### src/hdl/fdtd_cfg_pkg.sv
package fdtd_cfg_pkg;

    ////////////////////////////////////////////////////////////
    // widths
    ////////////////////////////////////////////////////////////

    // one field value per word
    localparam int WORD_W  = 32;

    // word addresses, no byte lanes
    localparam int ADDR_W  = 16;

    localparam int COUNT_W = 16;

    ////////////////////////////////////////////////////////////
    // basic types
    ////////////////////////////////////////////////////////////

    typedef logic [WORD_W-1:0]  word_t;
    typedef logic [ADDR_W-1:0]  addr_t;
    typedef logic [COUNT_W-1:0] count_t;

    ////////////////////////////////////////////////////////////
    // run configuration
    ////////////////////////////////////////////////////////////

    // both arrays hold count words from their own base
    typedef struct packed {
        addr_t  hy_base;
        addr_t  ez_base;
        count_t count;
    } run_cfg_t;

endpackage

### src/hdl/fdtd_bus_pkg.sv
package fdtd_bus_pkg;

    import fdtd_cfg_pkg::*;

    ////////////////////////////////////////////////////////////
    // field select
    ////////////////////////////////////////////////////////////

    typedef enum logic {
        HY = 1'b0,
        EZ = 1'b1
    } field_e;

    ////////////////////////////////////////////////////////////
    // channel payloads
    ////////////////////////////////////////////////////////////

    // single word access, data ignored on reads
    typedef struct packed {
        logic  wr;
        addr_t addr;
        word_t data;
    } mem_cmd_t;

    // index counts from the start of the block
    typedef struct packed {
        field_e field;
        count_t idx;
    } upd_cmd_t;

    typedef struct packed {
        count_t len;
    } calc_cmd_t;

    // streamed to the engine as words are read
    typedef struct packed {
        logic   valid;
        field_e field;
        count_t idx;
        word_t  data;
    } old_word_t;

endpackage

### src/hdl/fdtd_cmd_front.sv
`timescale 1ns/1ns

module fdtd_cmd_front
    import fdtd_cfg_pkg::*;
(
    input  logic     ACLK,
    input  logic     ARESETn,

    input  logic     start_i,
    input  run_cfg_t cfg_i,
    input  logic     int_en_i,
    input  logic     clr_int_i,

    input  logic     busy_i,

    output logic     run_go_o,
    output run_cfg_t run_cfg_o,

    output logic     int_pending_o,
    output logic     int_o
);

    logic accept;
    logic busy_q;

    // busy only rises two cycles after the accept, so block that gap too
    assign accept = start_i & ~busy_i & ~run_go_o;

    always_ff @(posedge ACLK, negedge ARESETn)
    begin
        if (~ARESETn)
            run_go_o <= 1'b0;
        else
            run_go_o <= accept;
    end

    // held for the whole run
    always_ff @(posedge ACLK)
    begin
        if (accept)
            run_cfg_o <= cfg_i;
    end

    ////////////////////////////////////////////////////////////
    // interrupt
    ////////////////////////////////////////////////////////////

    always_ff @(posedge ACLK, negedge ARESETn)
    begin
        if (~ARESETn)
        begin
            busy_q        <= 1'b0;
            int_pending_o <= 1'b0;
        end
        else
        begin
            busy_q <= busy_i;
            if (clr_int_i)
                int_pending_o <= 1'b0;
            else if (busy_q & ~busy_i)
                int_pending_o <= 1'b1;
        end
    end

    assign int_o = int_en_i & int_pending_o;

endmodule

### src/hdl/fdtd_hs_req.sv
`timescale 1ns/1ns

module fdtd_hs_req
    import fdtd_cfg_pkg::*;
#(
    parameter type payload_t = logic
)
(
    input  logic     ACLK,
    input  logic     ARESETn,

    input  logic     go_i,
    input  payload_t payload_i,
    output logic     ready_o,
    output logic     done_o,
    output word_t    rsp_o,

    output logic     req_o,
    output payload_t payload_o,
    input  logic     ack_i,
    input  word_t    rsp_i
);

    typedef enum logic [1:0] {
        HS_IDLE,
        HS_REQ,
        HS_REL
    } hs_state_e;

    hs_state_e state_q;
    logic      ack_seen;

    assign ack_seen = (state_q == HS_REQ) && ack_i;

    always_ff @(posedge ACLK, negedge ARESETn)
    begin
        if (~ARESETn)
            state_q <= HS_IDLE;
        else
        begin
            case (state_q)
                HS_IDLE:
                    if (go_i)
                        state_q <= HS_REQ;
                HS_REQ:
                    if (ack_i)
                        state_q <= HS_REL;
                // wait for the responder to drop ack
                HS_REL:
                    if (~ack_i)
                        state_q <= HS_IDLE;
                default:
                    state_q <= HS_IDLE;
            endcase
        end
    end

    always_ff @(posedge ACLK, negedge ARESETn)
    begin
        if (~ARESETn)
            done_o <= 1'b0;
        else
            done_o <= ack_seen;
    end

    // payload held for the whole request
    always_ff @(posedge ACLK)
    begin
        if (go_i && ready_o)
            payload_o <= payload_i;
        if (ack_seen)
            rsp_o <= rsp_i;
    end

    assign ready_o = (state_q == HS_IDLE);
    assign req_o   = (state_q == HS_REQ);

endmodule

### src/hdl/fdtd_mem_ctrl.sv
`timescale 1ns/1ns

module fdtd_mem_ctrl
    import fdtd_cfg_pkg::*;
    import fdtd_bus_pkg::*;
#(
    parameter int unsigned BLOCK_WORDS = 8
)
(
    input  logic      ACLK,
    input  logic      ARESETn,

    input  logic      start_i,
    input  run_cfg_t  cfg_i,
    input  logic      int_en_i,
    input  logic      clr_int_i,
    output logic      busy_o,
    output logic      int_pending_o,
    output logic      int_o,

    output logic      mem_req_o,
    output mem_cmd_t  mem_cmd_o,
    input  logic      mem_ack_i,
    input  word_t     mem_rdata_i,

    output logic      calc_req_o,
    output calc_cmd_t calc_cmd_o,
    input  logic      calc_ack_i,

    output logic      upd_req_o,
    output upd_cmd_t  upd_cmd_o,
    input  logic      upd_ack_i,
    input  word_t     upd_data_i,

    output old_word_t old_word_o
);

    logic      run_go;
    run_cfg_t  run_cfg;
    logic      mem_go, mem_ready, mem_done;
    mem_cmd_t  mem_cmd;
    word_t     mem_rdata;
    logic      calc_go, calc_ready, calc_done;
    calc_cmd_t calc_cmd;
    logic      upd_go, upd_ready, upd_done;
    upd_cmd_t  upd_cmd;
    word_t     upd_data;

    fdtd_cmd_front u_front
    (
        .ACLK(ACLK), .ARESETn(ARESETn), .start_i(start_i), .cfg_i(cfg_i),
        .int_en_i(int_en_i), .clr_int_i(clr_int_i), .busy_i(busy_o),
        .run_go_o(run_go), .run_cfg_o(run_cfg), .int_pending_o(int_pending_o), .int_o(int_o)
    );

    fdtd_sweep_ctrl #(.BLOCK_WORDS(BLOCK_WORDS)) u_sweep
    (
        .ACLK(ACLK), .ARESETn(ARESETn), .run_go_i(run_go), .run_cfg_i(run_cfg),
        .busy_o(busy_o), .mem_go_o(mem_go), .mem_cmd_o(mem_cmd), .mem_ready_i(mem_ready),
        .mem_done_i(mem_done), .mem_rdata_i(mem_rdata), .calc_go_o(calc_go),
        .calc_cmd_o(calc_cmd), .calc_ready_i(calc_ready), .calc_done_i(calc_done),
        .upd_go_o(upd_go), .upd_cmd_o(upd_cmd), .upd_ready_i(upd_ready),
        .upd_done_i(upd_done), .upd_data_i(upd_data), .old_word_o(old_word_o)
    );

    fdtd_hs_req #(.payload_t(mem_cmd_t)) u_mem_hs
    (
        .ACLK(ACLK), .ARESETn(ARESETn), .go_i(mem_go), .payload_i(mem_cmd),
        .ready_o(mem_ready), .done_o(mem_done), .rsp_o(mem_rdata), .req_o(mem_req_o),
        .payload_o(mem_cmd_o), .ack_i(mem_ack_i), .rsp_i(mem_rdata_i)
    );

    // engine returns no data on the calculation channel
    fdtd_hs_req #(.payload_t(calc_cmd_t)) u_calc_hs
    (
        .ACLK(ACLK), .ARESETn(ARESETn), .go_i(calc_go), .payload_i(calc_cmd),
        .ready_o(calc_ready), .done_o(calc_done), .rsp_o(), .req_o(calc_req_o),
        .payload_o(calc_cmd_o), .ack_i(calc_ack_i), .rsp_i(word_t'(0))
    );

    fdtd_hs_req #(.payload_t(upd_cmd_t)) u_upd_hs
    (
        .ACLK(ACLK), .ARESETn(ARESETn), .go_i(upd_go), .payload_i(upd_cmd),
        .ready_o(upd_ready), .done_o(upd_done), .rsp_o(upd_data), .req_o(upd_req_o),
        .payload_o(upd_cmd_o), .ack_i(upd_ack_i), .rsp_i(upd_data_i)
    );

endmodule

### src/hdl/fdtd_sweep_ctrl.sv
`timescale 1ns/1ns

module fdtd_sweep_ctrl
    import fdtd_cfg_pkg::*;
    import fdtd_bus_pkg::*;
#(
    parameter int unsigned BLOCK_WORDS = 8
)
(
    input  logic      ACLK,
    input  logic      ARESETn,

    input  logic      run_go_i,
    input  run_cfg_t  run_cfg_i,
    output logic      busy_o,

    output logic      mem_go_o,
    output mem_cmd_t  mem_cmd_o,
    input  logic      mem_ready_i,
    input  logic      mem_done_i,
    input  word_t     mem_rdata_i,

    output logic      calc_go_o,
    output calc_cmd_t calc_cmd_o,
    input  logic      calc_ready_i,
    input  logic      calc_done_i,

    output logic      upd_go_o,
    output upd_cmd_t  upd_cmd_o,
    input  logic      upd_ready_i,
    input  logic      upd_done_i,
    input  word_t     upd_data_i,

    output old_word_t old_word_o
);

    typedef enum logic [3:0] {
        ST_IDLE,
        ST_RD_HY,
        ST_RD_EZ,
        ST_CALC,
        ST_UP_HY,
        ST_WR_HY,
        ST_UP_EZ,
        ST_WR_EZ,
        ST_FIN
    } sweep_state_e;

    sweep_state_e state_q;
    logic         pend_q;
    count_t       remain_q;
    count_t       blk_idx_q;
    count_t       idx_q;
    count_t       blk_len;
    count_t       blk_off;
    logic         last_word;
    logic         is_rd;
    logic         is_wr;
    field_e       cur_field;
    logic         old_valid_q;
    field_e       old_field_q;
    count_t       old_idx_q;
    word_t        old_data_q;

    ////////////////////////////////////////////////////////////
    // block geometry
    ////////////////////////////////////////////////////////////

    assign blk_len   = (remain_q < count_t'(BLOCK_WORDS)) ? remain_q : count_t'(BLOCK_WORDS);
    // every block but the last is full
    assign blk_off   = count_t'(blk_idx_q * BLOCK_WORDS);
    assign last_word = (idx_q == blk_len - count_t'(1));

    assign is_rd     = (state_q == ST_RD_HY) || (state_q == ST_RD_EZ);
    assign is_wr     = (state_q == ST_WR_HY) || (state_q == ST_WR_EZ);
    assign cur_field = (state_q == ST_RD_EZ || state_q == ST_UP_EZ || state_q == ST_WR_EZ)
                       ? EZ : HY;

    // one request outstanding at a time
    assign mem_go_o  = (is_rd || is_wr) && ~pend_q && mem_ready_i;
    assign calc_go_o = (state_q == ST_CALC) && ~pend_q && calc_ready_i;
    assign upd_go_o  = (state_q == ST_UP_HY || state_q == ST_UP_EZ) && ~pend_q && upd_ready_i;

    always_comb
    begin
        mem_cmd_o.wr   = is_wr;
        mem_cmd_o.addr = ((cur_field == EZ) ? run_cfg_i.ez_base : run_cfg_i.hy_base)
                         + addr_t'(blk_off) + addr_t'(idx_q);
        // fetched word stays in the update requester until its next fetch
        mem_cmd_o.data = is_wr ? upd_data_i : '0;
        calc_cmd_o.len = blk_len;
        upd_cmd_o.field = cur_field;
        upd_cmd_o.idx   = idx_q;
    end

    ////////////////////////////////////////////////////////////
    // phase machine
    ////////////////////////////////////////////////////////////

    always_ff @(posedge ACLK, negedge ARESETn)
    begin
        if (~ARESETn)
        begin
            state_q   <= ST_IDLE;
            pend_q    <= 1'b0;
            remain_q  <= '0;
            blk_idx_q <= '0;
            idx_q     <= '0;
        end
        else
        begin
            if (mem_go_o || calc_go_o || upd_go_o)
                pend_q <= 1'b1;
            else if (mem_done_i || calc_done_i || upd_done_i)
                pend_q <= 1'b0;

            case (state_q)
                ST_IDLE:
                    if (run_go_i)
                    begin
                        remain_q  <= run_cfg_i.count;
                        blk_idx_q <= '0;
                        idx_q     <= '0;
                        state_q   <= (run_cfg_i.count == '0) ? ST_FIN : ST_RD_HY;
                    end
                ST_RD_HY, ST_RD_EZ:
                    if (mem_done_i)
                    begin
                        idx_q <= last_word ? '0 : idx_q + count_t'(1);
                        if (last_word)
                            state_q <= (state_q == ST_RD_HY) ? ST_RD_EZ : ST_CALC;
                    end
                ST_CALC:
                    if (calc_done_i)
                        state_q <= ST_UP_HY;
                ST_UP_HY:
                    if (upd_done_i)
                        state_q <= ST_WR_HY;
                ST_UP_EZ:
                    if (upd_done_i)
                        state_q <= ST_WR_EZ;
                ST_WR_HY:
                    if (mem_done_i)
                    begin
                        idx_q   <= last_word ? '0 : idx_q + count_t'(1);
                        state_q <= last_word ? ST_UP_EZ : ST_UP_HY;
                    end
                ST_WR_EZ:
                    if (mem_done_i)
                    begin
                        idx_q <= last_word ? '0 : idx_q + count_t'(1);
                        if (~last_word)
                            state_q <= ST_UP_EZ;
                        else
                        begin
                            // block complete
                            remain_q  <= remain_q - blk_len;
                            blk_idx_q <= blk_idx_q + count_t'(1);
                            state_q   <= (remain_q == blk_len) ? ST_IDLE : ST_RD_HY;
                        end
                    end
                default:
                    state_q <= ST_IDLE;
            endcase
        end
    end

    assign busy_o = (state_q != ST_IDLE);

    ////////////////////////////////////////////////////////////
    // old word stream
    ////////////////////////////////////////////////////////////

    always_ff @(posedge ACLK, negedge ARESETn)
    begin
        if (~ARESETn)
            old_valid_q <= 1'b0;
        else
            old_valid_q <= is_rd && mem_done_i;
    end

    always_ff @(posedge ACLK)
    begin
        if (is_rd && mem_done_i)
        begin
            old_field_q <= cur_field;
            old_idx_q   <= idx_q;
            old_data_q  <= mem_rdata_i;
        end
    end

    assign old_word_o = '{valid: old_valid_q, field: old_field_q,
                          idx: old_idx_q, data: old_data_q};

endmodule

### config.mk
export PLATFORM = sky130hd
export DESIGN_NAME = fdtd_mem_ctrl
export DESIGN_NICKNAME = d
export VERILOG_FILES = /design/src/hdl/fdtd_cfg_pkg.sv /design/src/hdl/fdtd_bus_pkg.sv /design/src/hdl/fdtd_cmd_front.sv /design/src/hdl/fdtd_hs_req.sv /design/src/hdl/fdtd_mem_ctrl.sv /design/src/hdl/fdtd_sweep_ctrl.sv
export SDC_FILE = /design/constraint.sdc
export NUM_CORES = 1
export LEC_CHECK = 0
export ABC_CLOCK_PERIOD_IN_PS = 6300
export BUFFER_PORTS_ARGS = -buffer_cell sky130_fd_sc_hd__buf_2
export CORE_MARGIN = 1
export CORE_UTILIZATION = 43
export CTS_CLUSTER_SIZE = 30
export DETAILED_ROUTE_END_ITERATION = 7
export HOLD_SLACK_MARGIN = 0.15
export PLACE_DENSITY = 0.65
export SLEW_MARGIN = 10
export SYNTH_ARGS = -nofsm -noshare
export SYNTH_HDL_FRONTEND = slang
export SYNTH_HIERARCHICAL = 1
export SYNTH_SLANG_ARGS = --single-unit
export TNS_END_PERCENT = 30
### constraint.sdc
create_clock -name ACLK -period 6.3 [get_ports ACLK]
set_input_delay 0.63 -clock ACLK [delete_from_list [all_inputs] [get_ports ACLK]]
set_output_delay 0.63 -clock ACLK [all_outputs]
set_load 0.03 [all_outputs]
* After elaboration in Yosys (flattened, before gate mapping) *
Index checks and enable logic that the tools add are counted.

word-level totals
  latch bits = 0
  flip-flop bits (word level) = 309
  word-level logic and storage cells = 162
  output and inout port bits = 138
  memory bits (read-only) = 0
  RAM bits = 0
  memories kept = 0
  input port bits = 120

operators by class
  equality and inequality tests = 34
  order comparisons = 1
  bitwise logic cells = 7
  reductions and logical operators = 41
  divide/modulo/power cells = 0
  $mul = 0
  multiplexer cells = 44
  add/subtract/negate cells = 6
  shift-type cells = 0

operators with widths
  operator                                                                       number
  16-bit two-way mux                                                             10
  16-bit case mux with 2 select lines                                            3
  4-bit two-way mux                                                              10
  16-bit by 1-bit adder with 16-bit output, second input constant                2
  16-bit adder                                                                   2
  16-bit equality test                                                           2
  2-bit by 1-bit != test with 1-bit output, second input constant                15
  4-bit case mux with 7 select lines                                             1
  2-bit two-way mux                                                              10
  2-bit case mux with 3 select lines                                             3
  4-bit by 3-bit equality test with 1-bit output, second input constant          4
  16-bit logical NOT                                                             1
  16-bit by 4-bit less-than comparator with 1-bit output, second input constant  1
  16-bit by 1-bit subtractor with 16-bit output, second input constant           1
  16-bit subtractor                                                              1
  1-bit logical AND                                                              13
  3-bit AND reduction                                                            4
  1-bit logical OR                                                               10
  4-bit by 2-bit equality test with 1-bit output, second input constant          2
  2-bit != test, second input constant                                           4
  8-bit AND reduction                                                            1
  2-bit nonzero test                                                             4
  1-bit two-way mux                                                              7
  2-bit by 1-bit equality test with 1-bit output, second input constant          3
  10 further kinds                                                               19

* Logic depth before layout (Yosys ltp) *
  depth after elaboration = 8
  depth in mapped cells = 17
  depth with buffers taken out = 16

* By module *
The synthesis kept the hierarchy.

modules (own cells, without submodules)
  module                   area each (um^2)  cells each  seq. area each (um^2)  instances
  fdtd_sweep_ctrl          6120.9            627         2747.6                 1
  fdtd_hs_req (u_mem_hs)   2568.7            93          2507.4                 1
  fdtd_hs_req (u_upd_hs)   1607.8            61          1546.5                 1
  fdtd_hs_req (u_calc_hs)  1577.8            60          1516.5                 1
  fdtd_cmd_front           1549.0            56          1516.5                 1
  fdtd_mem_ctrl            3.8               1           0.0                    1

* Worst setup path after synthesis *
No wires, ideal clock.

  path kind = reg2reg
  start = register u_sweep.state_q[0]
  end = register u_front/run_cfg_o[0] (netlist name), enable pin
  slack = 927 ps
  arrival time = 4847 ps
  required time = 5775 ps
  buffers on the path = 1
  library setup time = 525 ps
  cell stages (with the launch flop) = 5
  period minus slack after synthesis = 5373 ps
  cells stage by stage = dfrtp_1 -> clkbuf_1 -> nor4_1 -> inv_1 -> nor3b_1

between the ends
  longest elaborated chain between the ends = 4

ends and longest elaborated chain
  element                         line                    source
  start: declaration              fdtd_sweep_ctrl.sv:49   sweep_state_e state_q;
  start signal: assignment        fdtd_sweep_ctrl.sv:124  state_q <= (run_cfg_i.count == '0) ? ST_FIN : ST_RD_HY;
  start signal: assignment        fdtd_sweep_ctrl.sv:131  state_q <= (state_q == ST_RD_HY) ? ST_RD_EZ : ST_CALC;
  start signal: assignment        fdtd_sweep_ctrl.sv:146  state_q <= last_word ? ST_UP_EZ : ST_UP_HY;
  4-bit nonzero test              fdtd_sweep_ctrl.sv:168  assign busy_o = (state_q != ST_IDLE);
  net busy_o                      fdtd_mem_ctrl.sv:17     output logic busy_o,
  1-bit inverter                  fdtd_cmd_front.sv:27    assign accept = start_i & ~busy_i & ~run_go_o;
  1-bit bitwise AND (2 in a row)  fdtd_cmd_front.sv:27
  net u_front.accept              fdtd_cmd_front.sv:23    logic accept;
  end signal: assignment          fdtd_cmd_front.sv:41    run_cfg_o <= cfg_i;
  end: declaration                fdtd_cmd_front.sv:17    output run_cfg_t run_cfg_o,

The timed path passes the listed nets, and every way through them passes these cells.
A chain may end at the register's enable or synchronous reset.

* Worst setup path after layout *
  start = register u_sweep.remain_q[4]
  end = register u_sweep.blk_idx_q[7]

between the ends
  longest elaborated chain between the ends = 6

ends and longest elaborated chain
  element                                                      line                    source
  start: declaration                                           fdtd_sweep_ctrl.sv:51   count_t remain_q;
  start signal: assignment                                     fdtd_sweep_ctrl.sv:121  remain_q <= run_cfg_i.count;
  start signal: assignment                                     fdtd_sweep_ctrl.sv:157  remain_q <= remain_q - blk_len;
  16-bit by 4-bit less-than comparator with 1-bit output       fdtd_sweep_ctrl.sv:69   assign blk_len = (remain_q < count_t'(BLOCK_WORDS)) ? remain_q : count_t'(BLOCK_WORDS);
  16-bit two-way mux *                                         fdtd_sweep_ctrl.sv:69
  16-bit by 1-bit subtractor with 16-bit output *              fdtd_sweep_ctrl.sv:72   assign last_word = (idx_q == blk_len - count_t'(1));
  16-bit equality test *                                       fdtd_sweep_ctrl.sv:72
  2-bit by 1-bit != test with 1-bit output (no source line) *  -
  4-bit AND reduction (no source line) *                       -
  end signal: assignment                                       fdtd_sweep_ctrl.sv:158  blk_idx_q <= blk_idx_q + count_t'(1);
  end: declaration                                             fdtd_sweep_ctrl.sv:52   count_t blk_idx_q;

Every way passes the cells marked *; elsewhere a longest branch is shown, timed or not.

==> results_dict.tcl <==
set metrics [dict create \
    outcome "complete, no violations" \
    grt_max_degree 64 \
    required_ns 6.73 \
    nNetsFinal 1290 \
    clk_latency_ns 0.50 \
    finalWirelength_um 25380 \
    drv_cap 0 \
    gp_congestion 0.8033 \
    rrSetupSlack_ns 1.88 \
    cts_resized 0 \
    grt_pass1_vias 7034 \
    h-tree-depth 2 \
    drc_errors 0 \
    antenna_found_initial 2 \
    io_pins 258 \
    power_frac_seq 0.449 \
    synth_area_um2 12460 \
    clock_sinks 306 \
    grt_setup_unrepaired "no" \
    fin_tns_setup_ns 0 \
    initial_core_util 0.4425 \
    worst_r2r_path_depth 13 \
    ant_nets 0 \
    p_leak_nw 6.067 \
    cp-start-kind "register" \
    max_slew_margin 0.4078 \
    fp-row-count 61 \
    io_buffers 257 \
    cts_tree "built" \
    synthCells 865 \
    yosysWarnings 6 \
    setup_viol 0 \
    worstPathMaxFanout 41 \
    holdCritPathClass "in -> reg" \
    p_sw_frac 0.3253 \
    ir_drop_mv 0.1574 \
    clk_pin_slew_ns 0.06 \
    synth.avg_cell_area_um2 14.41 \
    cp-end-kind "register" \
    overflow 0 \
    clockPowerShare 0.294 \
    drt_iter0_drc 588 \
    wire_per_inst_um 16.49 \
    finalHoldViolCount 0 \
    criticalPathCategory "reg -> reg" \
    drive_gt1_frac 0.2942 \
    final.setup.worst_slack_ns 1.882 \
    post-route-min-period_ns 4.418 \
    grt_usage 0.1680 \
    grt_pass1_wl_um 38320 \
    final.setup_skew_ns 0.01835 \
    core_um2 28160 \
    die_w_um 172.2 \
    area_delta_synth_final_pct 21.63 \
    worstMarginPinSlew_ns 0.8882 \
    pwr-share-comb 0.257 \
    cts.path.max_buffers 3 \
    cts_setup_buffers 0 \
    die-area_um2 29670 \
    cts_root_buffer "clkbuf_16" \
    cts_buffers 34 \
    timing.fmax_ghz 0.2263 \
    num_vias 7643 \
    p_int_mw 4.239 \
    holdPathStages 2 \
    detail_route.first_pass.iterations 5 \
    cts_hold_buffers 0 \
    crit_arrival_ns 4.85 \
    dieHeight_um 172.2 \
    powerDensity_nw_per_um2 414.4 \
    period_share 0.7013 \
    dp_slack_ns 1.900 \
    report.final.slew_viol_count 0 \
    power.switching_mw 2.044 \
    via_per_inst 4.966 \
    hpwlAfterDp_um 17600 \
]
[cell usage in the layout (no fill, tap or decap), drive strengths merged, types with 26 or more instances in the layout]
master	instances
edfxtp	243
o21ai	45
nand2	74
dfrtp	63
buf	266
a21oi	42
and2	47
nor2	40
nand2b	26
clkbuf	39
[worst paths after layout]
check,to,startpoint
max reg2reg,u_sweep/blk_idx_q[7],u_sweep/remain_q[4]
min in group asynchronous,u_sweep/blk_idx_q[8],ARESETn
min reg2reg,u_sweep/old_data_q[14],u_mem_hs/rsp_o[14]
max,u_sweep/blk_idx_q[7],u_sweep/remain_q[4]
min,u_front/int_pending_o,clr_int_i
max in group asynchronous,u_sweep/pend_q,ARESETn
[stage by stage]
stage	std cells	total power, mW	instance area (µm²)	hold slack, ns	util
CTS	1537	6.359	15150	0.2455	0.5381
global placement	1478	4.444	14110	0.4003	0.5009
floorplan	876	4.018	12500	0.3344	-
global route	1539	6.609	15160	0.2582	0.5383
detailed placement	1478	4.484	14110	0.4045	0.5009
finish	1539	6.282	15160	0.2737	0.5383
[layer usage]
layer / global-route usage / up-vias / share of wire
met1: 0.2343 / 3642 / 0.44
met2: 0.2646 / 250 / 0.48
li1: - / 3714 / -
met5: 0 / - / 0
met3: 0.03227 / 37 / 0.062
met4: 0.05464 / 0 / 0.020
[final cells by class]
class / count / area [µm²]
fill: 2359 / 13000
sequential: 306 / 8874
multi-input combinational: 512 / 3347
timing repair buffer: 266 / 1354
clock buffer: 39 / 890.9
tap: 378 / 473.0
clock inverter: 20 / 156.4
inverter: 16 / 60.06
antenna: 2 / 5.005
[registers in the layout, indices dropped and copies added, names as in the netlist, 2 cells and up]
signal               flops
u_upd_hs/payload_o      17
u_upd_hs/rsp_o          32
u_sweep/old_idx_q       16
u_front/run_cfg_o       48
u_sweep/remain_q        16
u_mem_hs/payload_o      49
u_calc_hs/state_q        2
u_mem_hs/rsp_o          32
u_sweep/idx_q           16
u_sweep/old_data_q      32
u_mem_hs/state_q         2
u_sweep/blk_idx_q       13
u_calc_hs/payload_o     16
u_upd_hs/state_q         2
u_sweep/state_q          4
[power by group through the flow]
stage               Sequential [mW]  Clock, mW  Combinational [mW]
floorplan                      3.13          0               0.889
global placement               2.85          0                1.60
detailed placement             2.86          0                1.62
CTS                            2.82       1.91                1.63
global route                   2.86       1.97                1.78
finish                         2.82       1.85                1.61
[worst max-delay path, cell delays in order (launching register included)]
cell and delay (ns):
dfrtp_1 0.45, or4_4 0.53, nor4_4 0.33, and2_1 0.35, nand2_1 0.12, ha_1 0.28
nor4bb_1 0.28, a31oi_1 0.08, or3_4 0.37, a2111oi_4 0.50, a31oi_2 0.14, buf_4 0.27
or4_1 0.49, a21oi_1 0.14
(Power assumes the default switching activity.)
